## src/hw/cache_params.svh

```systemverilog
`ifndef CACHE_PARAMS_SVH
`define CACHE_PARAMS_SVH

// geometry of the 4-way, 16-set cache
`define CACHE_WAYS       4
`define CACHE_SETS       16
`define CACHE_LINE_BYTES 32

// address split: tag | set | byte offset
`define CACHE_TAG_W      23
`define CACHE_SET_W      4
`define CACHE_OFFSET_W   5

`endif

```

## src/hw/cache_pkg.sv

```systemverilog
`default_nettype none

`include "cache_params.svh"

package cache_pkg;

    typedef logic [31:0]                      addr_t;
    typedef logic [31:0]                      word_t;
    typedef logic [3:0]                       mask_t;
    typedef logic [`CACHE_LINE_BYTES*8-1:0]   line_t;
    typedef logic [`CACHE_LINE_BYTES-1:0]     line_mask_t;
    typedef logic [`CACHE_TAG_W-1:0]          tag_t;
    typedef logic [`CACHE_SET_W-1:0]          set_idx_t;
    typedef logic [$clog2(`CACHE_WAYS)-1:0]   way_t;
    // root bit, pair 0/1 bit, pair 2/3 bit
    typedef logic [`CACHE_WAYS-2:0]           plru_bits_t;

    typedef enum logic [1:0] {
        lk_hit,
        lk_clean_miss,
        lk_dirty_miss
    } lookup_t;

    typedef enum logic [2:0] {
        st_idle,
        st_compare,
        st_writeback,
        st_allocate,
        st_refill_wait
    } ctrl_state_t;

endpackage

`default_nettype wire

```

## src/hw/cache_plru.sv

```systemverilog
`default_nettype none

`include "cache_params.svh"

module cache_plru (
    input  logic                clk,
    input  logic                rst_n,
    input  cache_pkg::set_idx_t set,
    input  logic                touch,
    input  cache_pkg::way_t     touch_way,
    output cache_pkg::way_t     victim
);
    import cache_pkg::*;

    plru_bits_t tree [`CACHE_SETS];
    plru_bits_t cur_bits;
    plru_bits_t next_bits;

    assign cur_bits = tree[set];

    // root 0 -> ways 0/1, root 1 -> ways 2/3
    always_comb begin
        if (!cur_bits[0]) begin
            victim = cur_bits[1] ? 2'd1 : 2'd0;
        end else begin
            victim = cur_bits[2] ? 2'd3 : 2'd2;
        end
    end

    // point the touched path away from the touched way
    always_comb begin
        next_bits = cur_bits;
        case (touch_way)
            2'd0: begin
                next_bits[0] = 1'b1;
                next_bits[1] = 1'b1;
            end
            2'd1: begin
                next_bits[0] = 1'b1;
                next_bits[1] = 1'b0;
            end
            2'd2: begin
                next_bits[0] = 1'b0;
                next_bits[2] = 1'b1;
            end
            default: begin
                next_bits[0] = 1'b0;
                next_bits[2] = 1'b0;
            end
        endcase
    end

    always_ff @(posedge clk) begin
        if (!rst_n) begin
            for (int s = 0; s < `CACHE_SETS; s++) begin
                tree[s] <= '0;
            end
        end else if (touch) begin
            tree[set] <= next_bits;
        end
    end

endmodule

`default_nettype wire

```

## config.mk

```make
export PLATFORM = sky130hd
export DESIGN_NAME = cache_plru
export DESIGN_NICKNAME = d
export VERILOG_FILES = /design/src/hw/cache_pkg.sv /design/src/hw/cache_plru.sv
export VERILOG_INCLUDE_DIRS = /design/src /design/src/hw
export SDC_FILE = /design/constraint.sdc
export NUM_CORES = 1
export LEC_CHECK = 0
export BUFFER_PORTS_ARGS = -buffer_cell sky130_fd_sc_hd__clkbuf_2
export CAP_MARGIN = 40
export CORE_AREA = 2 2 77 87
export CTS_CLUSTER_DIAMETER = 50
export DETAILED_ROUTE_END_ITERATION = 8
export DIE_AREA = 0 0 79 89
export HOLD_SLACK_MARGIN = 0.02
export PLACE_DENSITY = 0.6
export RECOVER_POWER = 50
export SLEW_MARGIN = 20
export SYNTH_ARGS = -nofsm -noshare
export SYNTH_HDL_FRONTEND = slang
export SYNTH_SLANG_ARGS = --single-unit
export TNS_END_PERCENT = 50
```

## constraint.sdc

```tcl
create_clock -name clk -period 1.85 [get_ports clk]
set_input_delay 0.0925 -clock clk [delete_from_list [all_inputs] [get_ports clk]]
set_output_delay 0.0925 -clock clk [all_outputs]
set_load 0.02 [all_outputs]
```

**After elaboration in Yosys (flattened, before gate mapping)**

Memory sizes are Yosys's and may differ from the RTL's.
Index checks and enable logic that the tools add are counted.

- Register bits: 0
- Memory bits (writable): 48
- Input port bits: 9
- Logic and storage cells: 19
- Memories kept: 1

- Eq/ne operators: 2
- Multiplexer cells: 13
- Reductions and logical operators: 3

Memories:

| name | words | bits a word | rd ports | clocked after Yosys merged registers in | wr ports | line | text |
|---|---|---|---|---|---|---|---|
| tree | 16 | 3 | 1 | 0 | 16 | cache_plru.sv:15 | `` plru_bits_t tree [`CACHE_SETS]; `` |

Operators with widths:

| cell | number |
|---|---|
| $mux W1 | 8 |
| $mux W4 | 1 |
| $pmux W1 S2 | 2 |
| $mux W3 | 1 |
| $reduce_or A3 Y1 | 1 |
| $eq A2 B1 Y1 const B | 1 |
| $eq A2 B2 Y1 const B | 1 |
| $logic_not A2 Y1 | 1 |
| $mux W2 | 1 |
| $reduce_or A2 Y1 | 1 |

**Depth between registers and ports, before layout**

- Depth in word-level cells: 5
- Depth in mapped cells: 7
- Depth with buffers taken out: 5

**Worst setup path before layout**

OpenSTA, ideal clock, no wires.

- Kind: register -> register
- From: mem tree[13][1] (netlist bit)
- To: mem tree[12][1] (netlist bit) (data pin)
- Setup time: 256 ps
- Arrival: 1481 ps
- Path slack: 113 ps
- Stages on the path, launching flop included: 7
- Buffers on the path: 1
- Cell sequence: edfxtp_1 -> mux4_2 -> nor2_2 -> a311oi_2 -> o31ai_4 -> buf_6 -> nor2_2

RTL lines:

| item | line |
|---|---|
| from (decl) | cache_plru.sv:15 |

**Worst setup path after layout**

- From: mem tree[3][0] (netlist bit)
- To: out victim[0]

- Longest elaborated chain between the ends: 2

RTL lines:

| item | line | text |
|---|---|---|
| $mem_v2 Z16 W3 | -- |  |
| $mux W2 | cache_plru.sv:23 | `if (!cur_bits[0]) begin` |
| to (decl) | cache_plru.sv:11 | `output cache_pkg::way_t victim` |

No other way between the ends.

==> results.cfg <==
[drt]
wire_per_inst_um = 16.88
drtIter0Drc = 92
avgViaCountPerCell = 5.017
vias = 1515
drcViolationCount = 0
firstDrtPassIters = 4
final_antenna_net_count = 0
routed_wl_um = 5098

[timing]
slew-limit-headroom_pct = 70.06
timing.fmax_mhz = 486.3
rsz0062_at_grt = true
worst_slew_pin_slew_ns = 0.4491
finalSetupViolCount = 2
setup_slack_ns = -0.2063
hold_viol_final = 0
fin_crit_ns = 2.056
post-route-period-util_pct = 111.2
clock_skew_ns = 0.007856
slew_viol_final = 0

[floorplan]
core_sq_um = 6081
pin_count = 11
start_util_pct = 39.28
die_h_um = 89
dieWidth_um = 79
dieArea_sq_um = 7031
std_cell_rows = 30

[worst_setup_path]
cp_cell_sequence = mux4_2 > a22oi_2 > nand3_2 > nor3_2 > a21oi_1 > clkbuf_2
cpLargestDelayFamily = multiplexers
critPathKind = flip-flop to output pin
max_stage_delay_ns = 0.50
crit_path_max_fanout = 3
worstPathRequired_ns = 1.76
end_kind = output pin
cp_num_buf_inv = 1
start_kind = flip-flop
worst_path_max_delay_cell = mux4_2
arrival_ns = 1.96

[final_layout]
nets = 230
reg_top3 = tree x48
fillers = 578
top_register = tree
drive_gt1_share_pct = 31.53
fin_util_pct = 45.78
diodes = 0
largest_register_ffs = 48
syn2layout_area_growth_pct = 16.55

[power]
p_per_area_nw_per_um2 = 839.3
finalPower_mw = 2.337
p_leak_nw = 1.032
ir_worst_vdd_mv = 0.2940

[grt]
track_usage_pct = 15.92
grt-ovfl-total = 0
antenna_found_initial = 0
grt_max_degree = 18
first_global_vias = 1576
grt_pass1_wl_um = 8066

[yosys]
synth_top_area_share_pct = 60.35
synth_top_area_cell = edfxtp_1
ys_seq_area_share_pct = 60.35
yosys_warnings = 0
synth_seq_cells = 48
synth.distinct_cells = 27
synth_area_leaders = edfxtp_1, mux4_2, nor2_1
synth_cells = 194
syn_nets = 203
synth_area_per_cell_sq_um = 12.31
netlist_area_sq_um = 2389

[clock_tree]
cts.clk_slew.worst_paths_ns = 0.09
cts.htree.levels = 2
cts_inserted_buffers = 5
cts_buffer_depth = 2
clock_latency_ns = 0.31
cts_root_buffer = clkbuf_8
clock-sinks = 48
cts_tree = yes
ctsHoldBuffers = 0

[hold_path]
min_path_type = input pin to flip-flop

[status]
failed_checks = setup timing
run_status = complete, but fails checks

[place]
gp_routability_congestion = 0.8711
numPortBuffers = 10
hpwl_um = 3959

[run]
drv_cap = 0
[power breakdown]
group	switching [mW]	leakage, nW	internal (mW)
combinational	0.177	0.495	0.128
sequential	0.0193	0.482	1.24
clock	0.362	0.0548	0.407
[worst paths after layout]
path                startpoint     endpoint  slack (ns)  cells after the start
setup reg to reg   tree[13][2]   tree[0][2]        0.02                      6
hold reg to reg    tree[15][1]  tree[11][1]        1.14                      4
setup / recovery    tree[3][0]    victim[0]       -0.21                      6
hold / removal    touch_way[0]  tree[10][2]        0.28                      3
[routing by layer]
layer,up-vias,track usage (%),wire (um)
li1,745,-,-
met1,735,18.05,2057
met2,28,29.04,2772
met3,7,3.434,173
met4,0,7.053,95
met5,-,0,0
[synthesized netlist by cell type]
| cell type | n |
|---|---|
| nor3b_1 | 4 |
| clkbuf_1 | 4 |
| a21oi_1 | 1 |
| nand3_1 | 6 |
| a311oi_2 | 2 |
| buf_4 | 1 |
| nor3_1 | 4 |
| a22oi_1 | 1 |
| o21ai_0 | 2 |
| nor2b_1 | 3 |
| clkinv_1 | 1 |
| and4_1 | 1 |
| inv_1 | 1 |
| mux4_2 | 8 |
| inv_2 | 1 |
| mux2_1 | 2 |
| nand2_1 | 32 |
| buf_2 | 4 |
| mux2i_1 | 6 |
| a221o_1 | 2 |
| nor2_2 | 11 |
| buf_6 | 4 |
| a21oi_2 | 2 |
| nand2b_1 | 1 |
| nor2_1 | 40 |
| edfxtp_1 | 48 |
| o31ai_4 | 2 |
[cells in the final DEF, fill, tap and decap left out]
cell type   instances
edfxtp_1           48
nor2_1             40
nand2_1            32
buf_4              19
nor2_2             11
clkbuf_2            9
mux4_2              8
mux2i_1             6
nand3_1             5
clkbuf_8            5
nor3b_1             4
buf_6               4
nor2b_1             3
nor3_1              3
a221o_1             2
a21oi_2             2
mux2_1              2
o21ai_0             2
a311oi_2            2
o31ai_4             2
a22oi_2             1
nand3_2             1
clkinv_1            1
nand2b_1            1
inv_2               1
nor3_2              1
a21oi_1             1
and4_1              1
inv_1               1
inv_6               1
clkinvlp_4          1
bufinv_16           1
buf_12              1
[worst register-to-register path, cell delays in order (launching register included)]
cell and delay (ns):
edfxtp_1 0.38, mux4_2 0.49, nor2_1 0.13, a311oi_2 0.09, o31ai_4 0.27, buf_6 0.18
nor2_1 0.05
[final cells by class]
type / instances / area (sq um) / area share, %
clock buffers: 5 / 68.82 / 2.472
repair buffers: 33 / 252.7 / 9.079
well taps: 80 / 100.1 / 3.596
multi-input cells: 130 / 863.3 / 31.01
clock inverters: 3 / 46.29 / 1.663
flip-flops and latches: 48 / 1441 / 51.78
inverters: 3 / 11.26 / 0.4045
[kinds of logic after synthesis]
group                  count (synthesis)  synth area share, %
AO/OA/AOI/OAI                         12                5.553
buffers and inverters                 16                4.138
flip-flops                            48                60.35
multiplexers                          16                11.00
AND/OR/NAND/NOR                      102                18.96
[stage by stage]
stage / setup WS, ns / hold slack (ns) / std cells / instance area [sq um] / setup TNS [ns]
2_1_floorplan: 0.1127 / 0.4625 / 194 / 2389 / 0
3_3_place_gp: -0.08134 / 0.6044 / 294 / 2636 / -0.08134
3_5_place_dp: -0.07122 / 0.6101 / 294 / 2636 / -0.07122
4_1_cts: -0.1909 / 0.2769 / 303 / 2774 / -0.3731
5_1_grt: -0.2538 / 0.3039 / 302 / 2784 / -0.8542
6_report: -0.2063 / 0.2772 / 302 / 2784 / -0.3089
[repair_timing]
item,CTS,global route
cloned,0,0
hold endpoints to repair,0,0
pin swaps,2,3
endpoints found under the setup margin,2,24
resized for setup,3,6
buffers inserted,1,0
Power figures use the tool's default switching activity.
