File: src/hw/cache_params.svh
`ifndef CACHE_PARAMS_SVH
`define CACHE_PARAMS_SVH

// geometry of the 4-way, 16-set cache
`define CACHE_WAYS       4
`define CACHE_SETS       16
`define CACHE_LINE_BYTES 32

// address split: tag | set | byte offset
`define CACHE_TAG_W      23
`define CACHE_SET_W      4
`define CACHE_OFFSET_W   5

`endif

File: src/hw/cache_pkg.sv
`default_nettype none

`include "cache_params.svh"

package cache_pkg;

    typedef logic [31:0]                      addr_t;
    typedef logic [31:0]                      word_t;
    typedef logic [3:0]                       mask_t;
    typedef logic [`CACHE_LINE_BYTES*8-1:0]   line_t;
    typedef logic [`CACHE_LINE_BYTES-1:0]     line_mask_t;
    typedef logic [`CACHE_TAG_W-1:0]          tag_t;
    typedef logic [`CACHE_SET_W-1:0]          set_idx_t;
    typedef logic [$clog2(`CACHE_WAYS)-1:0]   way_t;
    // root bit, pair 0/1 bit, pair 2/3 bit
    typedef logic [`CACHE_WAYS-2:0]           plru_bits_t;

    typedef enum logic [1:0] {
        lk_hit,
        lk_clean_miss,
        lk_dirty_miss
    } lookup_t;

    typedef enum logic [2:0] {
        st_idle,
        st_compare,
        st_writeback,
        st_allocate,
        st_refill_wait
    } ctrl_state_t;

endpackage

`default_nettype wire

File: src/hw/cache_lookup.sv
`default_nettype none

`include "cache_params.svh"

module cache_lookup (
    input  cache_pkg::addr_t                   ufp_addr,
    input  cache_pkg::mask_t                   ufp_wmask,
    input  cache_pkg::word_t                   ufp_wdata,
    input  cache_pkg::tag_t  [`CACHE_WAYS-1:0] way_tag,
    input  logic             [`CACHE_WAYS-1:0] way_valid,
    input  logic             [`CACHE_WAYS-1:0] way_dirty,
    input  cache_pkg::line_t [`CACHE_WAYS-1:0] way_data,
    input  cache_pkg::way_t                    victim,
    output cache_pkg::lookup_t                 result,
    output cache_pkg::way_t                    hit_way,
    output cache_pkg::word_t                   rd_word,
    output cache_pkg::line_t                   merge_data,
    output cache_pkg::line_mask_t              merge_mask,
    output cache_pkg::tag_t                    victim_tag
);
    import cache_pkg::*;

    tag_t                       req_tag;
    logic [`CACHE_OFFSET_W-3:0] word_idx;
    logic [`CACHE_WAYS-1:0]     tag_match;
    line_t                      hit_line;

    assign req_tag  = ufp_addr[31 -: `CACHE_TAG_W];
    assign word_idx = ufp_addr[`CACHE_OFFSET_W-1:2];

    // at most one way can match
    always_comb begin
        hit_way = '0;
        for (int w = 0; w < `CACHE_WAYS; w++) begin
            tag_match[w] = way_valid[w] && (way_tag[w] == req_tag);
            if (tag_match[w]) begin
                hit_way = way_t'(w);
            end
        end
    end

    always_comb begin
        if (|tag_match) begin
            result = lk_hit;
        end else if (way_valid[victim] && way_dirty[victim]) begin
            result = lk_dirty_miss;
        end else begin
            result = lk_clean_miss;
        end
    end

    assign hit_line   = way_data[hit_way];
    assign rd_word    = hit_line[32*word_idx +: 32];
    assign victim_tag = way_tag[victim];

    // write word merged into the hit line at its word offset
    always_comb begin
        merge_mask = '0;
        merge_mask[4*word_idx +: 4] = ufp_wmask;
        merge_data = hit_line;
        for (int b = 0; b < 4; b++) begin
            if (ufp_wmask[b]) begin
                merge_data[32*word_idx + 8*b +: 8] = ufp_wdata[8*b +: 8];
            end
        end
    end

endmodule

`default_nettype wire

File: config.mk
export PLATFORM = sky130hd
export DESIGN_NAME = cache_lookup
export DESIGN_NICKNAME = d
export VERILOG_FILES = /design/src/hw/cache_pkg.sv /design/src/hw/cache_lookup.sv
export VERILOG_INCLUDE_DIRS = /design/src /design/src/hw
export SDC_FILE = /design/constraint.sdc
export NUM_CORES = 1
export LEC_CHECK = 0
export BUFFER_PORTS_ARGS = -buffer_cell sky130_fd_sc_hd__buf_4
export CAP_MARGIN = 20
export CORE_AREA = 2 2 592 594
export DETAILED_ROUTE_END_ITERATION = 16
export DIE_AREA = 0 0 594 596
export SLEW_MARGIN = 30
export SYNTH_ARGS = -nofsm -noshare
export SYNTH_HDL_FRONTEND = slang
export SYNTH_SLANG_ARGS = --single-unit
File: constraint.sdc
create_clock -name vclk -period 10.85
set_clock_uncertainty 0.15 [all_clocks]
set_input_delay 1.085 -clock vclk [all_inputs]
set_output_delay 1.085 -clock vclk [all_outputs]
set_load 0.02 [all_outputs]
After elaboration in Yosys (flattened, before gate mapping)
Index checks and enable logic that the tools add are counted.
W data, S select, Z words.
{ "word_totals": {"n_memories": 0, "reg_bits": 0, "input_bits": 1194, "latchBits": 0, "ramBits": 0, "out_inout_bits": 347, "romBits": 0} }
{ "op_classes": {"mux": 21, "magnitude_cmp": 2, "n_eq_ne": 4, "div": 0, "reduce_logical": 6, "n_addsub": 8, "n_mul": 0, "shifts": 11, "n_bitwise": 1} }
{ "ops": {"columns": ["op", "n"], "rows": [
  ["$mux W256", 5],
  ["$bwmux W256", 4],
  ["$shift A8 B34 Y256 const A", 4],
  ["$shiftx A8 B34 Y256", 4],
  ["$bmux W256 S2", 1],
  ["$shiftx A256 B9 Y32", 1],
  ["$neg A9 Y34", 3],
  ["$eq A23 B23 Y1", 4],
  ["$bmux W23 S2", 1],
  ["$neg A5 Y34", 1],
  ["$neg A8 Y34", 1],
  ["$shift A4 B34 Y32 const A", 1],
  ["$shiftx A4 B34 Y32", 1],
  ["$and A32 B32 Y32", 1],
  ["$mux W23", 1],
  ["$add A8 B5 Y9 const B", 2],
  ["$add A8 B4 Y9 const B", 1],
  ["$mux W2", 4],
  ["$lt A2 B3 Y1 const B", 2],
  ["$logic_and A1 B1 Y1", 5],
  ["$bmux W1 S2", 2],
  ["$reduce_or A4 Y1", 1],
  ["$mux W1", 3]
]} }

Depth between registers and ports, before layout
{ "logic_depth": {"ltp_word": 15, "mapped_depth": 13, "ltp_nobuf": 10} }

Worst setup path after synthesis
Ideal clock, no wire load.
{ "synth_timing": {"kind": "input to output", "start": "input port ufp_addr[2]", "end": "output port merge_data[192]", "t_required_ps": 9615, "t_arrival_ps": 4183, "path_buffers": 5, "stages": 12, "setup_slack_ps": 5432, "cell_sequence": "inv_1 buf_1 clkbuf_1 clkbuf_1 ha_1 clkbuf_1 nor3b_1 nand2_1 nor2_1 nand2_1 clkbuf_1 a21oi_1"} }
{ "synth_between": {"elab_chain_len": 10} }
{ "synth_lines": {"columns": ["item", "line_no", "text"], "rows": [
  ["start: declaration", "cache_lookup.sv:6", "input cache_pkg::addr_t ufp_addr,"],
  ["parallel branches: the longest is 9 deep, another holds $neg A9 Y34", null, null],
  ["$mux W256 *", "cache_lookup.sv:62", "if (ufp_wmask[b]) begin"],
  ["end: declaration", "cache_lookup.sv:17", "output cache_pkg::line_t merge_data,"]
]} }
Mark *: on every way between the ends.

Worst setup path after layout
{ "layout_timing": {"start": "input port ufp_addr[17]", "end": "output port rd_word[7]"} }
{ "layout_between": {"elab_chain_len": 8} }
{ "layout_lines": {"columns": ["item", "line_no", "text"], "rows": [
  ["$eq A23 B23 Y1", "cache_lookup.sv:35", "tag_match[w] = way_valid[w] && (way_tag[w] == req_tag);"],
  ["$logic_and A1 B1 Y1", "cache_lookup.sv:35", null],
  ["$mux W1", "cache_lookup.sv:36", "if (tag_match[w]) begin"],
  ["$mux W2", "cache_lookup.sv:36", null],
  ["$mux W2 *", "cache_lookup.sv:36", null],
  ["$bmux W256 S2 *", "cache_lookup.sv:52", "assign hit_line = way_data[hit_way];"],
  ["$mux W256 (not written as such) *", "cache_lookup.sv:52", null],
  ["$shiftx A256 B9 Y32 *", "cache_lookup.sv:53", "assign rd_word = hit_line[32*word_idx +: 32];"],
  ["end: declaration", "cache_lookup.sv:16", "output cache_pkg::word_t rd_word,"]
]} }
Every way passes the cells marked *; elsewhere a longest branch is shown, timed or not. The select of a mux whose other input is x is not followed.

==> run_results.csv <==
group,metric,value,unit
logic_synthesis,yosysWarnings,0,
global_route,grt_pass1_wl,499000,um
critical_path,crit_chain,"buf_4 -> xnor2_1 -> nand4_1 -> nor4_1 -> nand2_4 -> buf_12 -> buf_4 -> o21ai_0 -> a31oi_1 -> a21oi_1 -> mux2i_1 -> o211a_1 -> buf_4",
global_route,grtUsageTotal,0.233,
cells_and_area,drive_above_1_share,0.437,
timing,finalSetupViolCount,0,
floorplan,die_x,594,um
power,power_frac_comb,1.000,
critical_path,path_max_fanout,55,
logic_synthesis,ys_seq_area_frac,0,
timing,hold-worst-slack,2.42,ns
floorplan,pin_count,1541,
cells_and_area,multi_input_area,15300,um2
cells_and_area,layout_commonest_cell,"buf_4",
cells_and_area,nets,5327,
global_route,antenna_found_initial,458,
detailed_routing,postRouteAntennaNets,0,
critical_path,start_kind,"input port",
place,place_area,33800,um2
place,dp_hpwl,387000,um
place,place_congestion,0.927,
critical_path,path_class,"input port to output port",
detailed_routing,drt-initial-drc-count,3656,
logic_synthesis,syn_nets,3966,
logic_synthesis,synthCells,2767,
power,p_total,1.52,mW
logic_synthesis,synth_xor_area_frac,0.0494,
power,p_int,580,uW
timing,rsz0062_at_grt,"no",
global_route,gr-total-overflow,0,
floorplan,rows,217,
timing,worstMarginPinSlew,1.12,ns
critical_path,critical_path_arrival,6.18,ns
clock_network,cts-hold-fix-buffers,0,
min_path,hold_start,"way_data[906]",
clock_network,post-cts-setup-buffers,0,
cells_and_area,seq_cells,0,
power,cellPowerDensity,44.4,nW/um2
detailed_routing,dr.pass1.iters,6,
critical_path,crit_path_start,"ufp_addr[17]",
power,peakVddDrop,0.0152,mV
run_status,status,"finished clean",
clock_network,cts_resized,0,
logic_synthesis,synth_top_area_cell,"a21oi_1",
logic_synthesis,synth_compound_area_frac,0.461,
floorplan,die_area,354000,um2
critical_path,slowest_delay,0.93,ns
critical_path,worst-path-buf-inv,4,
critical_path,crit_top_cell,"buf_4",
timing,finalSetupTns,0,ns
job,cap_violations,0,
timing,maxSlewViolCount,0,
cells_and_area,syn_to_final_growth,110,%
cells_and_area,design_area,34200,um2
timing,relSlewSlack,0.252,
detailed_routing,wl_per_cell,48.5,um
min_path,hold_class,"input port to output port",
logic_synthesis,syn_avg_cell_area,5.90,um2
cells_and_area,num-fill-cells,41104,
logic_synthesis,synth_top_family_by_area,"compound AO/OA/AOI/OAI gates",
power,swShare,0.619,
critical_path,crit_path_end_kind,"output port",
power,p_sw,941,uW
detailed_routing,viasPerCell,3.82,
floorplan,core_area,348000,um2
cells_and_area,seq_area,0,um2
timing,fmax,135,MHz
detailed_routing,wirelength,432000,um
critical_path,crit_required,9.62,ns
logic_synthesis,synth_adder_area_share,0.00383,
timing,hold_violations,0,
cells_and_area,final_cell_mix,"buf_4, a21oi_1, nand2_1, nor2_1, mux2i_1",
logic_synthesis,synthMuxAreaShare,0.174,
global_route,grt_pass1_vias,30751,
logic_synthesis,syn_area,16300,um2
logic_synthesis,synth_cell_types,68,
logic_synthesis,synthTopCellsByArea,"a21oi_1, mux2i_1, nand2_1",
critical_path,crit_family,"compound AO/OA/AOI/OAI gates",
floorplan,initial_core_util,0.0469,
detailed_routing,drc,0,
critical_path,cpMaxStageDelayCell,"o21ai_0",
power,clkPwrFrac,0,
cells_and_area,n_clock_buffer,0,
global_route,grt_max_degree,103,
detailed_routing,vias,33965,
power,p_seq_frac,0,
floorplan,dieHeight,596,um
logic_synthesis,synth.top_cell.area_share,0.192,
place,numPortBuffers,1535,
power,power.leakage,14.7,nW
logic_synthesis,yosys.area_share.simple,0.228,
timing,fin_crit_sh,0.684,
timing,final.min_clock_period,7.42,ns
## through the flow
stage               setup slack, ns    util  cells
CTS                            3.48  0.0971   8725
finish                         3.43  0.0985   8899
global placement               3.47  0.0968   8720
floorplan                      5.43       -   2767
detailed placement             3.48  0.0971   8725
global route                   3.42  0.0978   8809
## cell families (layout without fill, tap and decap cells)
family / count (synthesis) / after routing
AND/OR/NAND/NOR: 840 / 840
buffers and inverters: 336 / 1695
multiplexers: 233 / 233
other: 0 / 174
adder cells (fa/ha/maj): 5 / 5
AO/OA/AOI/OAI: 1261 / 1261
XOR/XNOR: 92 / 92
## routing by layer
layer / vias up / global-route usage / part of all wire
met5: - / 0.000135 / 0.0044
li1: 13370 / - / -
met2: 3128 / 0.384 / 0.46
met1: 16130 / 0.237 / 0.35
met3: 1051 / 0.127 / 0.13
met4: 286 / 0.117 / 0.063
## final timing paths
path	cells past startpoint	slack [ns]	to
worst max-delay path	13	3.43	rd_word[7]
worst min-delay path	4	2.42	merge_data[138]
## synth_stat cells, types with 16 or more instances
| cell | instances |
|---|---|
| xor2_1 | 43 |
| o211ai_1 | 59 |
| a211oi_1 | 138 |
| xnor2_1 | 49 |
| nand4_1 | 26 |
| o21ai_0 | 146 |
| and2_1 | 31 |
| mux2i_1 | 183 |
| nor2_1 | 240 |
| nor3_1 | 29 |
| and3_1 | 16 |
| buf_2 | 36 |
| nand3_1 | 84 |
| mux4_2 | 40 |
| nand2_1 | 343 |
| clkbuf_1 | 198 |
| a31oi_1 | 128 |
| a22oi_1 | 16 |
| a21oi_1 | 626 |
| buf_1 | 72 |
| or3_1 | 16 |
| inv_1 | 22 |
## power by group through the flow
stage                     registers (mW)  logic, mW  clock network (mW)
final                                  0       1.52          0.00000115
after global routing                   0       1.55         0.000000722
after CTS                              0       1.52                   0
after detailed placement               0       1.52                   0
after global placement                 0       1.51                   0
after floorplan                        0      0.457                   0
## area by class of cell
class / instances / area share
multi-input cells: 2431 / 0.447
repair buffers: 1672 / 0.369
well taps: 4599 / 0.168
diodes: 174 / 0.0127
inverters: 23 / 0.00259
No activity file was read; power rests on OpenSTA's default activity.
