[src/hw/cache_params.svh]
`ifndef CACHE_PARAMS_SVH
`define CACHE_PARAMS_SVH

// geometry of the 4-way, 16-set cache
`define CACHE_WAYS       4
`define CACHE_SETS       16
`define CACHE_LINE_BYTES 32

// address split: tag | set | byte offset
`define CACHE_TAG_W      23
`define CACHE_SET_W      4
`define CACHE_OFFSET_W   5

`endif

[src/hw/cache_pkg.sv]
`default_nettype none

`include "cache_params.svh"

package cache_pkg;

    typedef logic [31:0]                      addr_t;
    typedef logic [31:0]                      word_t;
    typedef logic [3:0]                       mask_t;
    typedef logic [`CACHE_LINE_BYTES*8-1:0]   line_t;
    typedef logic [`CACHE_LINE_BYTES-1:0]     line_mask_t;
    typedef logic [`CACHE_TAG_W-1:0]          tag_t;
    typedef logic [`CACHE_SET_W-1:0]          set_idx_t;
    typedef logic [$clog2(`CACHE_WAYS)-1:0]   way_t;
    // root bit, pair 0/1 bit, pair 2/3 bit
    typedef logic [`CACHE_WAYS-2:0]           plru_bits_t;

    typedef enum logic [1:0] {
        lk_hit,
        lk_clean_miss,
        lk_dirty_miss
    } lookup_t;

    typedef enum logic [2:0] {
        st_idle,
        st_compare,
        st_writeback,
        st_allocate,
        st_refill_wait
    } ctrl_state_t;

endpackage

`default_nettype wire

[src/hw/cache_dfp_port.sv]
`default_nettype none

`include "cache_params.svh"

module cache_dfp_port (
    input  logic             mem_read,
    input  logic             mem_write,
    input  cache_pkg::addr_t ufp_addr,
    input  cache_pkg::tag_t  victim_tag,
    input  cache_pkg::line_t victim_data,
    output cache_pkg::addr_t dfp_addr,
    output logic             dfp_read,
    output logic             dfp_write,
    output cache_pkg::line_t dfp_wdata
);
    import cache_pkg::*;

    set_idx_t set_idx;
    tag_t     req_tag;

    assign set_idx = ufp_addr[`CACHE_OFFSET_W +: `CACHE_SET_W];
    assign req_tag = ufp_addr[31 -: `CACHE_TAG_W];

    // cache_ctrl raises at most one of these
    assign dfp_write = mem_write;
    assign dfp_read  = mem_read;

    always_comb begin
        dfp_addr  = '0;
        dfp_wdata = '0;
        if (dfp_write) begin
            dfp_addr  = {victim_tag, set_idx, {`CACHE_OFFSET_W{1'b0}}};
            dfp_wdata = victim_data;
        end else if (dfp_read) begin
            dfp_addr = {req_tag, set_idx, {`CACHE_OFFSET_W{1'b0}}};
        end
    end

endmodule

`default_nettype wire

[config.mk]
export PLATFORM = sky130hd
export DESIGN_NAME = cache_dfp_port
export DESIGN_NICKNAME = d
export VERILOG_FILES = /design/src/hw/cache_pkg.sv /design/src/hw/cache_dfp_port.sv
export VERILOG_INCLUDE_DIRS = /design/src /design/src/hw
export SDC_FILE = /design/constraint.sdc
export NUM_CORES = 1
export LEC_CHECK = 0
export BUFFER_PORTS_ARGS = -buffer_cell sky130_fd_sc_hd__buf_2
export CELL_PAD_IN_SITES_DETAIL_PLACEMENT = 1
export CELL_PAD_IN_SITES_GLOBAL_PLACEMENT = 1
export CORE_AREA = 2 2 234 236
export DETAILED_ROUTE_END_ITERATION = 10
export DIE_AREA = 0 0 236 238
export PLACE_DENSITY_LB_ADDON = 0.1
export SYNTH_ARGS = -nofsm -noshare
export SYNTH_HDL_FRONTEND = slang
export SYNTH_SLANG_ARGS = --single-unit
[constraint.sdc]
create_clock -name vclk -period 0.9
set_input_delay 0.045 -clock vclk [all_inputs]
set_output_delay 0.045 -clock vclk [all_outputs]
set_load 0.05 [all_outputs]
After elaboration in Yosys (flattened, before gate mapping)
Index checks and enable logic that the tools add are counted.
Storage, ports and cells
  register bits: 0
  word-level logic and storage cells: 3
Cells by class
  multiplexer cells: 3
Operator list (number)
  two-way mux 256 bit: 1
  two-way mux 32 bit: 2

Logic depth before layout (Yosys ltp)
Gate-level depths: netlist of run 1.
  depth in word-level cells: 2
  gate-level depth with buffers: 4

Worst setup path after synthesis of run 1
OpenSTA, ideal clock, no wires.
  path type: in2out
  from: input port mem_write
  to: output port dfp_addr[5]
  data arrival time: 1.124 ns
  required time: 0.855 ns
  slack: -0.269 ns
  cell stages on the path: 4
  buffers on the path: 2
  cell sequence: buf_4 > buf_2 > nor2_2 > nor2b_1
On the way
  word-level cells in the longest chain between the ends: 1
Ends and longest elaborated chain
  from (decl): line cache_dfp_port.sv:7  | input logic mem_write,
  two-way mux 32 bit: line cache_dfp_port.sv:31  | if (dfp_write) begin
  to (decl): line cache_dfp_port.sv:11  | output cache_pkg::addr_t dfp_addr,
No other way between the ends.

Worst setup path in the final report of run 1
  from: input port mem_write
  to: output port dfp_wdata[72]
On the way
  word-level cells in the longest chain between the ends: 1
Ends and longest elaborated chain
  two-way mux 256 bit: line cache_dfp_port.sv:31
  to (decl): line cache_dfp_port.sv:14  | output cache_pkg::line_t dfp_wdata
No other way between the ends.

==> results_dict.tcl, run 1 <==
set metrics [dict create \
    grt_pass1_vias 4760 \
    yosysTopAreaCellShare_pct 77.4 \
    required_ps 850 \
    synthCells 326 \
    met3_length_mm 1.45 \
    seq_area_frac_synth_pct 0 \
    rsz0062_at_grt "yes" \
    peakVddDrop_mv 0.266 \
    p_leak_uw 0.00432 \
    die_w_um 236 \
    die_h_um 238 \
    overflow 0 \
    grt_pass1_wl_mm 35.0 \
    powerDensity_mw_per_mm2 740 \
    firstDrtPassIters 4 \
    area_growth_pct 316 \
    dieArea_mm2 0.0562 \
    io_buffers 593 \
    worstPathArrival_ps 930 \
    final_area_mm2 0.00862 \
    wl_per_cell_um 16.2 \
    finalHoldViolCount 0 \
    ant_nets 0 \
    gp_congestion 0.833 \
    max-cap-violations 0 \
    swShare_pct 58.2 \
    post-route-util_pct 16.1 \
    cts_hold_buffers 0 \
    yosys_warnings 0 \
    seqCellArea_um2 0 \
    wl_met1_mm 9.37 \
    rows 85 \
    pwr-share-clk_pct 0 \
    worstSetupPathType "in -> out" \
    io_pins 603 \
    synth_commonest_cells "256 x and2_1, 23 x a22o_1, 23 x buf_2" \
    seq_cells 0 \
    p_int_uw 2660 \
    violations "negative setup slack" \
    p_switching_uw 3710 \
    critical_path.max_fanout 13 \
    highest_layer "met4" \
    num-fill-cells 6354 \
    placed_area_mm2 0.00724 \
    start_util_pct 3.87 \
    seqPwrFrac_pct 0 \
    period_needed_ps 974 \
    maxSlewViolCount 0 \
    num-nets-final 1229 \
    yosys-top-cells-area "and2_1 77%, a22o_1 9.7%, buf_2 5.6%" \
    max_freq_mhz 1030 \
    setup_viol 141 \
    yosysUniqueCellTypes 9 \
    via_per_inst 2.78 \
    grtUsageTotal_pct 8.37 \
    fin_crit_sh_pct 108 \
    drt_wl_total_mm 26.2 \
    antenna_found_initial 1 \
    hold_path.class "in -> out" \
    status "finished, violations left" \
    pwr-share-comb_pct 100.0 \
    yosysTopAreaCell "and2_1" \
    synth_area_per_cell_um2 6.35 \
    postCtsSetupRepairBufs 0 \
    end_kind "output pin" \
    start_kind "primary input" \
    drive_above_1_share_pct 93.7 \
    core_area_mm2 0.0535 \
    dr_wl_met2_mm 15.2 \
    fin_setup_tns_ps -4150 \
    yosysMostFrequentCell "and2_1" \
    syn_area_mm2 0.00207 \
    grt_max_degree 30 \
    drc_errors 0 \
    nClkBuffers 0 \
    vias 4482 \
    dp_hpwl_mm 23.6 \
    post-place-ws_ps -141 \
    drt_iter0_drc 84 \
    finalWorstSetupSlack_ps -74.5 \
]
## worst max-delay path, stage by stage
cell and delay, ps:
buf_12 110, buf_12 140, buf_12 140, buf_12 130
and2_2 190, buf_12 150
## logic make-up (layout without fill, tap and decap cells)
| family | after synthesis | in the layout | share of synthesized area, % |
|---|---|---|---|
| compound gates | 23 | 23 | 9.73 |
| buf+inv | 40 | 624 | 10.8 |
| other cells | 1 | 7 | 0.181 |
| simple gates | 262 | 262 | 79.3 |
## cell usage in the layout, fill, tap and decap left out
cell type / n
buf_2: 324
and2_2: 187
buf_6: 96
buf_4: 92
buf_12: 71
and2_1: 50
buf_8: 32
and2_4: 19
a22o_4: 10
a22o_2: 10
conb_1: 5
nor2b_2: 4
a22o_1: 3
buf_16: 3
clkbuf_4: 3
diode_2: 2
clkbuf_16: 2
and2b_4: 1
nor2_4: 1
bufbuf_16: 1
## metrics by stage
step / hold WS [ps] / instances / total power, uW
global route: 432 / 1610 / 6650
global placement: 451 / 1605 / 5640
CTS: 426 / 1607 / 6110
finish: 422 / 1612 / 6380
floorplan: 257 / 330 / 3400
detailed placement: 454 / 1605 / 5600
## metal layers
layer	vias to the layer above	global-route usage, %
met5	-	0
met4	0	0.386
li1	2167	-
met3	6	1.41
met1	2087	8.92
met2	222	17.6
## layout make-up
cell class	count	area (um^2)	area share (%)
antenna	2	5.00	0.0581
multi-input combinational	290	2260	26.2
tap	696	871	10.1
timing repair buffer	624	5480	63.6
## power groups by stage
stage	Combinational, uW	Sequential (uW)	Clock (uW)
final	6380	0	0.000299
after global routing	6650	0	0
after CTS	6110	0	0
after detailed placement	5600	0	0
after global placement	5640	0	0
after floorplan	3400	0	0
## path summary, 6_finish.rpt
path / depth (start not counted) / from / end / slack, ps
worst max-delay path: 6 / mem_write / dfp_wdata[72] / -70
worst min-delay path: 3 / ufp_addr[15] / dfp_addr[15] / 420
## timing repair
action	in CTS	in global routing
pin swaps	1	2
gates cloned	2	3
setup endpoints to repair	240	229
resized for setup	257	150
Power figures use the tool's default switching activity.
==> run 2: changes to the inputs <==
--- a/config.mk
+++ b/config.mk
@@ -6,6 +6,7 @@
 export SDC_FILE = /design/constraint.sdc
 export NUM_CORES = 1
 export LEC_CHECK = 0
+export ABC_CLOCK_PERIOD_IN_PS = 840
 export BUFFER_PORTS_ARGS = -buffer_cell sky130_fd_sc_hd__buf_2
 export CELL_PAD_IN_SITES_DETAIL_PLACEMENT = 1
 export CELL_PAD_IN_SITES_GLOBAL_PLACEMENT = 1
==> constraint.sdc (replaced) <==
create_clock -name vclk -period 0.84
set_input_delay 0.042 -clock vclk [all_inputs]
set_output_delay 0.042 -clock vclk [all_outputs]
set_load 0.05 [all_outputs]
==> results_dict.tcl, run 2 (synthesis results as in run 1) <==
set metrics [dict create \
    status "finished, violations left" \
    violations "negative setup slack" \
    gp_congestion 0.769 \
    nClkBuffers 0 \
    end_kind "output pin" \
    grt_pass1_wl_mm 35.2 \
    hp-start "ufp_addr[28]" \
    powerDensity_mw_per_mm2 780 \
    path_delay_family "buffers and inverters" \
    start_kind "primary input" \
    final_cell_mix "309 x buf_2, 150 x and2_4, 133 x buf_8" \
    rsz0062_at_grt "yes" \
    p_leak_uw 0.00493 \
    finalWorstSetupSlack_ps -150 \
    antenna_found_initial 6 \
    drc_errors 0 \
    wl_per_cell_um 16.9 \
    vias 4560 \
    peakVddDrop_mv 0.256 \
    maxSlewViolCount 0 \
    hold_depth 3 \
    hold_path.class "in -> out" \
    drt_wl_total_mm 27.7 \
    post-place-ws_ps -225 \
    drt_iter0_drc 62 \
    start_util_pct 3.87 \
    grtUsageTotal_pct 8.46 \
    critical_path_buf_inv_count 3 \
    grt_pass1_vias 4745 \
    firstDrtPassIters 4 \
    final_common_cell "buf_2" \
    num-nets-final 1252 \
    via_per_inst 2.78 \
    cts_hold_buffers 0 \
    io_pins 603 \
    critical_path.max_fanout 7 \
    holdPathEnd "dfp_addr[28]" \
    dieArea_mm2 0.0562 \
    area_growth_pct 384 \
    crit_chain "buf_12 > and2b_4 > clkbuf_16 > a22o_2 > buf_6" \
    required_ps 800 \
    seqCellArea_um2 0 \
    grt_max_degree 75 \
    seq_cells 0 \
    overflow 0 \
    io_buffers 593 \
    cpMaxStageDelayCell "and2b_4" \
    max-cap-violations 0 \
    fin_crit_sh_pct 118 \
    total_power_uw 7810 \
    ant_nets 0 \
    die_h_um 238 \
    drive_above_1_share_pct 98.9 \
    dp_hpwl_mm 22.1 \
    core_area_mm2 0.0535 \
    period_needed_ps 990 \
    worstSetupPathType "in -> out" \
    worstPathArrival_ps 950 \
    slowest_delay_ps 310 \
    setup_viol 199 \
    finalHoldViolCount 0 \
    max_freq_mhz 1010 \
    die_w_um 236 \
    stdcell_count 1638 \
    rows 85 \
    dp.cells 1598 \
]
[run 2: cell count changes in the layout (fill, tap and decap cells not counted), moves of 15 or more]
cell | before | now
and2_1 | 50 | 5
and2_2 | 187 | 101
and2_4 | 19 | 150
buf_2 | 324 | 309
buf_4 | 92 | 26
buf_6 | 96 | 51
buf_8 | 32 | 133
clkbuf_4 | 3 | 31
[run 2: worst max path at each step]
stage               from             end  slack (ps)  cells after the start
2_1_floorplan  mem_write     dfp_addr[5]         -80                      4
3_3_place_gp   mem_write    dfp_addr[19]        -250                      5
3_5_place_dp   mem_write    dfp_addr[19]        -220                      5
4_1_cts        mem_write  dfp_wdata[109]        -180                      5
5_1_grt        mem_write    dfp_addr[25]        -170                      5
6_report       mem_write    dfp_addr[11]        -150                      5
[run 2: layer usage]
metal	up-vias	track usage (%)	share of wire [%]
met5	-	0	0
met2	212	17.9	60
li1	2228	-	-
met1	2110	8.60	34
met4	0	1.22	0.83
met3	10	1.47	5.1
[run 2: stage by stage]
stage                     setup TNS, ps  utilization (%)  cell area (um^2)  hold slack, ps
after global routing             -25540             18.7             10000             423
after detailed placement         -41300             13.6              7280             446
after global placement           -39990             13.6              7280             445
after CTS                        -29600             16.7              8920             424
after floorplan                    -338                -              2440             251
final                            -18170             18.7             10000             417
[run 2: what timing repair did]
item,in CTS,in global routing
setup endpoints to repair,268,283
gates resized for setup,450,288
pin swaps,3,5
setup buffers,11,1
gates cloned,10,14
[run 2: area by class of cell]
class | count | area (um^2)
Tap cell | 696 | 871
Fill cell | 6236 | 43500
Antenna cell | 5 | 12.5
Timing Repair Buffer | 647 | 6630
Multi-Input combinational cell | 290 | 2510
[run 2: power by group]
part           total (uW)   leakage, uW  switching (uW)  internal (uW)
logic                7810       0.00493            4200           3610
clock network    0.000799  0.0000000317               0       0.000799
registers               0             0               0              0
total                7810       0.00493            4200           3610
