`src/hw/cache_params.svh`:
```
`ifndef CACHE_PARAMS_SVH
`define CACHE_PARAMS_SVH

// geometry of the 4-way, 16-set cache
`define CACHE_WAYS       4
`define CACHE_SETS       16
`define CACHE_LINE_BYTES 32

// address split: tag | set | byte offset
`define CACHE_TAG_W      23
`define CACHE_SET_W      4
`define CACHE_OFFSET_W   5

`endif

```
`src/hw/cache_pkg.sv`:
```
`default_nettype none

`include "cache_params.svh"

package cache_pkg;

    typedef logic [31:0]                      addr_t;
    typedef logic [31:0]                      word_t;
    typedef logic [3:0]                       mask_t;
    typedef logic [`CACHE_LINE_BYTES*8-1:0]   line_t;
    typedef logic [`CACHE_LINE_BYTES-1:0]     line_mask_t;
    typedef logic [`CACHE_TAG_W-1:0]          tag_t;
    typedef logic [`CACHE_SET_W-1:0]          set_idx_t;
    typedef logic [$clog2(`CACHE_WAYS)-1:0]   way_t;
    // root bit, pair 0/1 bit, pair 2/3 bit
    typedef logic [`CACHE_WAYS-2:0]           plru_bits_t;

    typedef enum logic [1:0] {
        lk_hit,
        lk_clean_miss,
        lk_dirty_miss
    } lookup_t;

    typedef enum logic [2:0] {
        st_idle,
        st_compare,
        st_writeback,
        st_allocate,
        st_refill_wait
    } ctrl_state_t;

endpackage

`default_nettype wire

```
`src/hw/cache_ctrl.sv`:
```
`default_nettype none

module cache_ctrl (
    input  logic               clk,
    input  logic               rst_n,
    input  cache_pkg::mask_t   ufp_rmask,
    input  cache_pkg::mask_t   ufp_wmask,
    input  cache_pkg::lookup_t result,
    input  logic               dfp_resp,
    output logic               rd_en,
    output logic               hit_write,
    output logic               refill,
    output logic               ufp_resp,
    output logic               mem_read,
    output logic               mem_write,
    output logic               plru_touch
);
    import cache_pkg::*;

    ctrl_state_t state;
    ctrl_state_t state_next;
    logic        req;

    assign req = (ufp_rmask != '0) || (ufp_wmask != '0);

    always_ff @(posedge clk) begin
        if (!rst_n) begin
            state <= st_idle;
        end else begin
            state <= state_next;
        end
    end

    always_comb begin
        state_next = state;
        rd_en      = 1'b0;
        hit_write  = 1'b0;
        refill     = 1'b0;
        ufp_resp   = 1'b0;
        mem_read   = 1'b0;
        mem_write  = 1'b0;
        plru_touch = 1'b0;
        case (state)
            st_idle: begin
                // arrays read on this edge, tags compared next cycle
                if (req) begin
                    rd_en      = 1'b1;
                    state_next = st_compare;
                end
            end
            st_compare: begin
                case (result)
                    lk_hit: begin
                        ufp_resp   = 1'b1;
                        plru_touch = 1'b1;
                        hit_write  = (ufp_wmask != '0);
                        state_next = st_idle;
                    end
                    lk_dirty_miss: begin
                        state_next = st_writeback;
                    end
                    default: begin
                        state_next = st_allocate;
                    end
                endcase
            end
            st_writeback: begin
                mem_write = 1'b1;
                if (dfp_resp) begin
                    state_next = st_allocate;
                end
            end
            st_allocate: begin
                mem_read = 1'b1;
                if (dfp_resp) begin
                    refill     = 1'b1;
                    state_next = st_refill_wait;
                end
            end
            st_refill_wait: begin
                // re-read so compare sees the new line
                rd_en      = 1'b1;
                state_next = st_compare;
            end
            default: begin
                state_next = st_idle;
            end
        endcase
    end

endmodule

`default_nettype wire

```
`config.mk`:
```
export PLATFORM = sky130hd
export DESIGN_NAME = cache_ctrl
export DESIGN_NICKNAME = d
export VERILOG_FILES = /design/src/hw/cache_pkg.sv /design/src/hw/cache_ctrl.sv
export VERILOG_INCLUDE_DIRS = /design/src /design/src/hw
export SDC_FILE = /design/constraint.sdc
export NUM_CORES = 1
export LEC_CHECK = 0
export ABC_CLOCK_PERIOD_IN_PS = 1300
export BUFFER_PORTS_ARGS = -buffer_cell sky130_fd_sc_hd__buf_4
export CORE_AREA = 2 2 39 41
export CTS_CLUSTER_SIZE = 10
export DETAILED_ROUTE_END_ITERATION = 8
export DIE_AREA = 0 0 41 43
export PLACE_DENSITY = 0.56
export SYNTH_ARGS = -nofsm -noshare
export SYNTH_HDL_FRONTEND = slang
export SYNTH_SLANG_ARGS = --single-unit
```
`constraint.sdc`:
```
create_clock -name clk -period 1.3 [get_ports clk]
set_clock_uncertainty 0.05 [all_clocks]
set_input_delay 0.195 -clock clk [delete_from_list [all_inputs] [get_ports clk]]
set_output_delay 0.195 -clock clk [all_outputs]
set_load 0.02 [all_outputs]
```
# Word-level counts from Yosys, hierarchy flattened
# Cells that the tools add are included.
[op_classes]
n_eq_ne = 8
n_mux = 15
reduce_logical = 6
[op_table]
columns = ["op", "n"]
rows = [
  ["3-bit case mux with 5 select lines", 1],
  ["1-bit two-way mux", 9],
  ["3-bit two-way mux", 3],
  ["4-bit nonzero test", 2],
  ["3-bit by 2-bit equality test with 1-bit output (second input constant)", 2],
  ["2-bit != test (second input constant)", 3],
  ["2-bit case mux with 2 select lines", 1],
  ["3-bit by 1-bit equality test with 1-bit output (second input constant)", 1],
  ["3-bit equality test (second input constant)", 1],
  ["3-bit logical NOT", 1],
  ["3-bit AND reduction", 1],
  ["2-bit equality test (second input constant)", 1],
  ["2-bit logical NOT", 1],
  ["1-bit case mux with 2 select lines", 1],
  ["1-bit logical OR", 1],
]
[totals]
register_bits = 3
elab_cells = 30

# Depth between registers and ports, before layout
# Gate-level depths: netlist of the first run.
[logic_depth]
depth_word = 4
ltp_mapped = 3
mapped_depth_nobuf = 3

# Worst setup path before layout of the first run
# No wires, ideal clock.
[synth_timing]
kind = "register to output"
start = "register state[2]"
end = "output port hit_write"
t_arrival_ns = 1.588
setup_slack_ns = -0.533
path_stages_with_launch = 4
path_cell_list = "dfxtp_1 nand2b_1 nor4_1 and2_2"
[synth_via]
elab_chain_len = 2
[synth_rtl]
columns = ["item", "line", "rtl"]
rows = [
  ["start: declaration", "cache_ctrl.sv:20", "ctrl_state_t state;"],
  ["start signal: assignment", "cache_ctrl.sv:28", "state <= st_idle;"],
  ["start signal: assignment", "cache_ctrl.sv:30", "state <= state_next;"],
  ["3-bit by 1-bit equality test with 1-bit output", "cache_ctrl.sv:43", "case (state)"],
  ["1-bit two-way mux", "cache_ctrl.sv:43", ""],
  ["end: declaration", "cache_ctrl.sv:11", "output logic hit_write,"],
]
# Every way passes these cells.

# Worst setup path after layout of the first run
[layout_timing]
start = "input port ufp_rmask[2]"
end = "output port rd_en"
[layout_via]
elab_chain_len = 4
[layout_rtl]
columns = ["item", "line", "rtl"]
rows = [
  ["start: declaration", "cache_ctrl.sv:6", "input cache_pkg::mask_t ufp_rmask,"],
  ["4-bit nonzero test", "cache_ctrl.sv:24", "assign req = (ufp_rmask != '0) || (ufp_wmask != '0);"],
  ["1-bit logical OR", "cache_ctrl.sv:24", ""],
  ["1-bit two-way mux", "cache_ctrl.sv:46", "if (req) begin"],
  ["1-bit case mux with 2 select lines", "cache_ctrl.sv:43", ""],
  ["end: declaration", "cache_ctrl.sv:10", "output logic rd_en,"],
]
# Every way passes these cells.

==> results of run 1 <==
==> logic make-up after synthesis <==
| logic type | after synthesis | synth area share [%] |
|---|---|---|
| AOI/OAI and AO/OA | 7 | 24.2 |
| buffers and inverters | 2 | 4.84 |
| DFF | 3 | 25.8 |
| and+or+nand+nor | 16 | 45.2 |
==> final cells by class <==
| class | instances | area (um^2) |
|---|---|---|
| Clock buffer | 4 | 26.3 |
| Fill cell | 146 | 833 |
| Inverter | 1 | 3.75 |
| Multi-Input combinational cell | 23 | 213 |
| Sequential cell | 3 | 66.3 |
| Tap cell | 16 | 20.0 |
| Timing Repair Buffer | 27 | 221 |
==> layer usage <==
| layer | track usage, % | wire (um) | up-vias |
|---|---|---|---|
| met5 | 0 | 0 | - |
| met4 | 8.00 | 15 | 0 |
| met3 | 3.14 | 23 | 2 |
| met2 | 16.6 | 440 | 6 |
| met1 | 9.00 | 297 | 158 |
| li1 | - | - | 162 |
==> worst register-to-register path, cell delays in order (launching register included) <==
cell                      delay [ps]
sky130_fd_sc_hd__dfxtp_2         340
sky130_fd_sc_hd__or2_1           280
sky130_fd_sc_hd__o41ai_4         340
sky130_fd_sc_hd__o21ba_1         180
==> stage by stage <==
stage / total power (W) / setup TNS (ps) / std cells
2_1_floorplan: 0.000183 / -149 / 28
3_3_place_gp: 0.000256 / -591 / 66
3_5_place_dp: 0.000257 / -669 / 66
4_1_cts: 0.000440 / -683 / 73
5_1_grt: 0.000470 / -1030 / 74
6_report: 0.000431 / -621 / 74
==> worst min path at each step <==
stage / from / to / cells after the start
after floorplan: rst_n / state[1] / 2
after global placement: rst_n / state[1] / 3
after detailed placement: rst_n / state[1] / 3
after CTS: rst_n / state[1] / 3
after global routing: rst_n / state[1] / 3
final: rst_n / state[1] / 3
==> cell usage in the layout (no fill, tap or decap), types with 2 or more instances in the layout <==
cell,n
sky130_fd_sc_hd__buf_4,22
sky130_fd_sc_hd__buf_6,5
sky130_fd_sc_hd__clkbuf_4,3
sky130_fd_sc_hd__or4_4,2
sky130_fd_sc_hd__o21ai_0,2
sky130_fd_sc_hd__nand2b_1,2
sky130_fd_sc_hd__a21oi_1,2
sky130_fd_sc_hd__dfxtp_2,2
==> power breakdown <==
group          switching [W]  internal, W
clock              0.0000454     0.000115
sequential         0.0000100     0.000101
combinational      0.0000684    0.0000914
total               0.000124     0.000307
==> timing repair <==
item                                    CTS  global route
endpoints found under the setup margin    8             9
buffers inserted                          3             1
resized for setup                         9             1
pin swaps                                 7             0
endpoints found under the hold margin     0             0
==> metrics.md, run 1 <==
| Metric | Value |
|---|---|
| Worst Hold Slack | 167 ps |
| Crit end category | output port |
| Number of flip-flops in the largest register | 3 |
| PnR worst setup slack | -165 ps |
| Proportion of layout cells with a drive suffix above 1 | between 70% and 80% |
| Flop and latch count out of synthesis | 3 |
| Maximum ir drop on the vdd rail | around 0.00042 V |
| Registers with the highest flip-flop counts | state (3) |
| Path type of the worst setup path | primary input to output port |
| Number of cells produced by synthesis | 28 |
| Number of inserted diodes | 0 |
| Max-capacitance violation count | 0 |
| RSZ-0062 raised after global routing | yes |
| Clock sinks | 3 |
| Transition at the pin with the smallest max-transition slack | around 250 ps |
| Sequential-to-total area share from yosys stat | around 26% |
| GR Util All Layers | about 10% |
| Syn avg cell area | a little over 8 um^2 |
| Data arrival time at the worst-slack endpoint | around 1200 ps |
| Total via count in the routed design | about 330 |
| Number of buffers inserted during clock tree synthesis | 3 |
| Starting Density | around 17% |
| Post-route cell area | around 550 um^2 |
| Type of the tightest min-delay check | primary input to flop |
| Leading area contributor after synthesis | sky130_fd_sc_hd__dfxtp_1 |
| Headroom to the max-slew limit | a little over four fifths |
| Worst Reg2Reg Path Length in Cells | 3 |
| Number of buffers added to fix hold violations after cts | 0 |
| Worst setup path startpoint | ufp_rmask[2] |
| Power per unit of standard cell area | 783 nW/um^2 |
| Layout area overhead | 137% |
| Number of antenna violations at the first check in global routing | 0 |
| Cell type of the slowest stage on the worst timing path | sky130_fd_sc_hd__or4_4 |
| Final Util | 39.8% |
| Final weighted congestion in routability-driven placement | 0.731 |
| Achievable clock frequency | ~0.7 GHz |
| Number of global-route vias before repair | 301 |
| Total count of max-transition violations in the final report | 0 |
| Slowest Stage Delay on Critical Path | ~540 ps |
| First-pass iteration count of the detailed router | 2 |
| Wire length after detailed routing | ~780 um |
| Count of final setup violators | 6 |
| Clock tree buffer depth | 2 |
| Number of buffer and inverter stages on the critical path | 2 |
| Die height | 43 um |
| Capturing element of the worst setup path | rd_en |
| Number of enable-type register cells in the synthesized netlist | 0 |
| Nets | a little over 70 |
| Width of the die | between 40 and 50 um |
| Post-placement worst setup slack | -235 ps |
| Nets in the synthesized netlist | around 40 |
| Row cnt | 14 |
| Clk root buf | sky130_fd_sc_hd__clkbuf_4 |
| Global-route wire length before repair | between 1000 and 1500 um |
| Gr ovfl total | 0 |
| P_leak | between 0.2 and 0.3 nW |
| Total DRC errors in the routed layout | 0 |
| Violated checks | negative setup slack |
| Clock H-tree levels | 1 |
| Endpoints failing hold | 0 |
| Most flop-heavy register | state |
| Pin count of the biggest net entering global routing | 8 |
| Yosys top cell area share | between 20% and 30% |
| Result of the run | finished with violations |
| Final min period | 1460 ps |
| Leading cell types by total area after synthesis | sky130_fd_sc_hd__dfxtp_1 26%, sky130_fd_sc_hd__nand2b_1 8.1%, sky130_fd_sc_hd__o41ai_2 7.0% |
| Number of antenna-violating nets in the routed design | 0 |
| Die area | around 1800 um^2 |
| Async set-reset flop share out of synthesis | 0% |
| Clock slew at the register clock pins of the worst setup and hold paths | around 30 ps |
| Synth top cells by count | 3 x sky130_fd_sc_hd__dfxtp_1, 3 x sky130_fd_sc_hd__nand2b_1 |
| Count of synthesis-stage warnings from yosys | 0 |
| CP Launch Type | primary input |
| Detailed Route Iter0 Violations | 1 |
| Input/output buffers | 19 |
| I/O pin cnt | 20 |
| Latest clock arrival within the worst-skew pair | between 200 and 250 ps |
| Source of the worst register-to-register timing path | state[0] |
| FF-to-FF setup slack | 0 ps |
| Floorplan Core Area | approximately 1400 um^2 |
| Per-cell routed wire length | 10.5 um |
| Capture instance of the worst register-to-register path | state[0] |
| Placement-stage cell area | between 400 and 500 um^2 |
| Clock tree from TritonCTS | yes |
| Ys flop type | sky130_fd_sc_hd__dfxtp_1 |
| Routed via count divided by cell count | between 4 and 5 |
| Summed instance area of the synthesized netlist | roughly 230 um^2 |
| Dominant delay contributor by cell family on the critical path | simple AND/OR/NAND/NOR gates |
| Crit-path max FO | 2 |
| Synth cell types | 20 |
| DP HPWL | 603 um |
| Critical path cell sequence | buf_6 > or4_4 > nor3_2 > nor2_1 > buf_4 |
| Final cycle utilization of the critical path | 113% |
| Required time reported for the critical path endpoint | around 1100 ps |
| Critical path depth | 5 |
No activity file was read; power rests on OpenSTA's default activity.
==> run 2: changes to the inputs <==
--- a/config.mk
+++ b/config.mk
@@ -6,13 +6,13 @@
 export SDC_FILE = /design/constraint.sdc
 export NUM_CORES = 1
 export LEC_CHECK = 0
-export ABC_CLOCK_PERIOD_IN_PS = 1300
+export ABC_CLOCK_PERIOD_IN_PS = 1650
 export BUFFER_PORTS_ARGS = -buffer_cell sky130_fd_sc_hd__buf_4
 export CORE_AREA = 2 2 39 41
 export CTS_CLUSTER_SIZE = 10
 export DETAILED_ROUTE_END_ITERATION = 8
 export DIE_AREA = 0 0 41 43
-export PLACE_DENSITY = 0.56
+export PLACE_DENSITY = 0.54
 export SYNTH_ARGS = -nofsm -noshare
 export SYNTH_HDL_FRONTEND = slang
 export SYNTH_SLANG_ARGS = --single-unit
==> constraint.sdc (replaced) <==
create_clock -name clk -period 1.65 [get_ports clk]
set_clock_uncertainty 0.05 [all_clocks]
set_input_delay 0.2475 -clock clk [delete_from_list [all_inputs] [get_ports clk]]
set_output_delay 0.2475 -clock clk [all_outputs]
set_load 0.02 [all_outputs]
==> run 2 against run 1 <==
The run now ends clean. Largest power group is now clock. Routed wire length is 13% lower. Largest cell class is now multi-input combinational cells. Power fell by 25%. Global-route usage fell by 0.11 points. Clock power down 16%. Register-to-register slack better by 310 ps. Critical path depth did not move. First-iteration DRC count is 100% higher. Setup slack better by 240 ps. Design area fell by 17%.
==> metrics.md, run 2 (synthesis gave the netlist of run 1 again) <==
| Metric | Value |
|---|---|
| Die height | 43 um |
| Gate power share | a little under a third |
| Clock H-tree levels | 1 |
| Most common cell after layout, fill and taps aside | sky130_fd_sc_hd__buf_4 |
| Worst Reg2Reg Path Length in Cells | 3 |
| Clk root buf | sky130_fd_sc_hd__clkbuf_4 |
| Floorplan Core Area | 1380 um^2 |
| RSZ-0062 raised after global routing | no |
| I/O pin cnt | 20 |
| Crit end category | output port |
| Worst Hold Path Cells | 3 |
| GR Util All Layers | 9.83% |
| First-pass iteration count of the detailed router | 2 |
| Capture instance of the worst register-to-register path | state[0] |
| Number of flip-flops in the largest register | 3 |
| Width of the die | 41 um |
| Gr ovfl total | 0 |
| Routed via count divided by cell count | roughly 4.2 |
| Final weighted congestion in routability-driven placement | around 0.65 |
| Data arrival time at the worst-slack endpoint | about 1300 ps |
| Cell type of the slowest stage on the worst timing path | sky130_fd_sc_hd__or4_4 |
| Wire length after detailed routing | roughly 680 um |
| Worst setup path startpoint | ufp_wmask[1] |
| Achievable clock frequency | approximately 0.63 GHz |
| P_leak | approximately 0.21 nW |
| Final cycle utilization of the critical path | a little over nine tenths |
| Total instance count after detailed placement | 62 |
| Total via count in the routed design | approximately 280 |
| Power per unit of standard cell area | ~710 nW/um^2 |
| Internal portion of total power | ~0.00022 W |
| CP Launch Type | primary input |
| Row cnt | 14 |
| Post-Route Setup TNS | 0 ps |
| Crit-path max FO | 3 |
| Input/output buffers | 19 |
| Per-cell routed wire length | between 10 and 15 um |
| FF-to-FF setup slack | between 300 and 400 ps |
| Final non-filler cell total | 67 |
| Total DRC errors in the routed layout | 0 |
| Path type of the worst setup path | primary input to output port |
| Registers with the highest flip-flop counts | state (3) |
| Critical path depth | 5 |
| Endpoints failing hold | 0 |
| Clock tree from TritonCTS | yes |
| Dominant delay contributor by cell family on the critical path | simple AND/OR/NAND/NOR gates |
| Required time reported for the critical path endpoint | 1350 ps |
| Total chip power | around 0.00032 W |
| Result of the run | finished clean |
| Total count of max-transition violations in the final report | 0 |
| Final min period | approximately 1600 ps |
| Clock tree buffer depth | 2 |
| Number of inserted diodes | 0 |
| Die area | 1760 um^2 |
| Commonest cells after routing, fill and taps aside | 19 x sky130_fd_sc_hd__buf_4, 3 x sky130_fd_sc_hd__clkbuf_4 |
| Source of the worst register-to-register timing path | state[1] |
| Number of antenna-violating nets in the routed design | 0 |
| Part of the power in registers | between 20% and 30% |
| Transition at the pin with the smallest max-transition slack | around 280 ps |
| Number of buffer and inverter stages on the critical path | 2 |
| Detailed Route Iter0 Violations | 2 |
| Max-capacitance violation count | 0 |
| Proportion of layout cells with a drive suffix above 1 | approximately three fifths |
| Post-placement worst setup slack | 71.9 ps |
| Switch Pwr | ~0.000098 W |
| Switching Share | a little under a third |
| Number of global-route vias before repair | ~240 |
| Latest clock arrival within the worst-skew pair | around 240 ps |
| PnR worst setup slack | 73.6 ps |
| Clock slew at the register clock pins of the worst setup and hold paths | roughly 30 ps |
| Clk pwr share | 42.0% |
| Critical path cell sequence | buf_4 > or4_4 > nor3_1 > nor2_1 > buf_4 |
| Starting Density | 16.8% |
| Slowest Stage Delay on Critical Path | 540 ps |
| Number of antenna violations at the first check in global routing | 0 |
| Final Util | 33.0% |
| Pin count of the biggest net entering global routing | 10 |
| Number of buffers inserted during clock tree synthesis | 3 |
| Maximum ir drop on the vdd rail | 0.000335 V |
| Nets | 65 |
| Headroom to the max-slew limit | approximately four fifths |
| Type of the tightest min-delay check | primary input to flop |
| Count of final setup violators | 0 |
| Clock sinks | 3 |
| CP dominant cell by count | sky130_fd_sc_hd__buf_4 |
| Capturing element of the worst setup path | rd_en |
| Layout area overhead | 96.2% |
| Most flop-heavy register | state |
| Global-route wire length before repair | approximately 1100 um |
[run 2: final cells by class]
class                           count  area, um^2
Timing Repair Buffer               20         154
Clock buffer                        4        26.3
Multi-Input combinational cell     23         185
Fill cell                         146         927
Sequential cell                     3        67.6
Tap cell                           16        20.0
Inverter                            1        3.75
[run 2: how the worst min path moves through the flow]
stage                    end   from  slack [ps]
floorplan           state[1]  rst_n         320
global placement    state[2]  rst_n         460
detailed placement  state[1]  rst_n         460
CTS                 state[1]  rst_n         210
global route        state[1]  rst_n         220
finish              state[1]  rst_n         210
[run 2: repair_timing]
action / in CTS / in global routing
resized for setup: 7 / 1
pin swaps: 2 / 1
hold buffers: 0 / 0
setup endpoints to repair: 1 / 1
buffers inserted: 1 / 0
[run 2: per-stage QoR]
| stage | hold WS (ps) | cell area [um^2] |
|---|---|---|
| 4_1_cts | 205 | 454 |
| 2_1_floorplan | 318 | 239 |
| 5_1_grt | 224 | 457 |
| 3_3_place_gp | 456 | 394 |
| 6_report | 211 | 457 |
| 3_5_place_dp | 463 | 394 |
[run 2: tightest hold or removal path: cells and delay by family]
family	cells	cell delay, ps
AND/OR/NAND/NOR	1	40
AO/OA/AOI/OAI	1	50
buffers and inverters	1	110
[run 2: power by group through the flow]
stage               combinational (W)  clock, W  sequential, W
global placement            0.0000919         0      0.0000894
detailed placement          0.0000913         0      0.0000894
CTS                         0.0000992  0.000142      0.0000891
global route                 0.000106  0.000150      0.0000902
floorplan                   0.0000487         0      0.0000869
finish                      0.0000981  0.000135      0.0000891
[run 2: per-layer routing]
layer | global-route usage, % | routed length, um | share of wire, % | vias up
li1 | - | - | - | 148
met1 | 10.6 | 262 | 39 | 121
met2 | 11.9 | 330 | 49 | 10
met3 | 9.42 | 71 | 10 | 2
met4 | 6.00 | 13 | 1.9 | 0
met5 | 0 | 0 | 0 | -
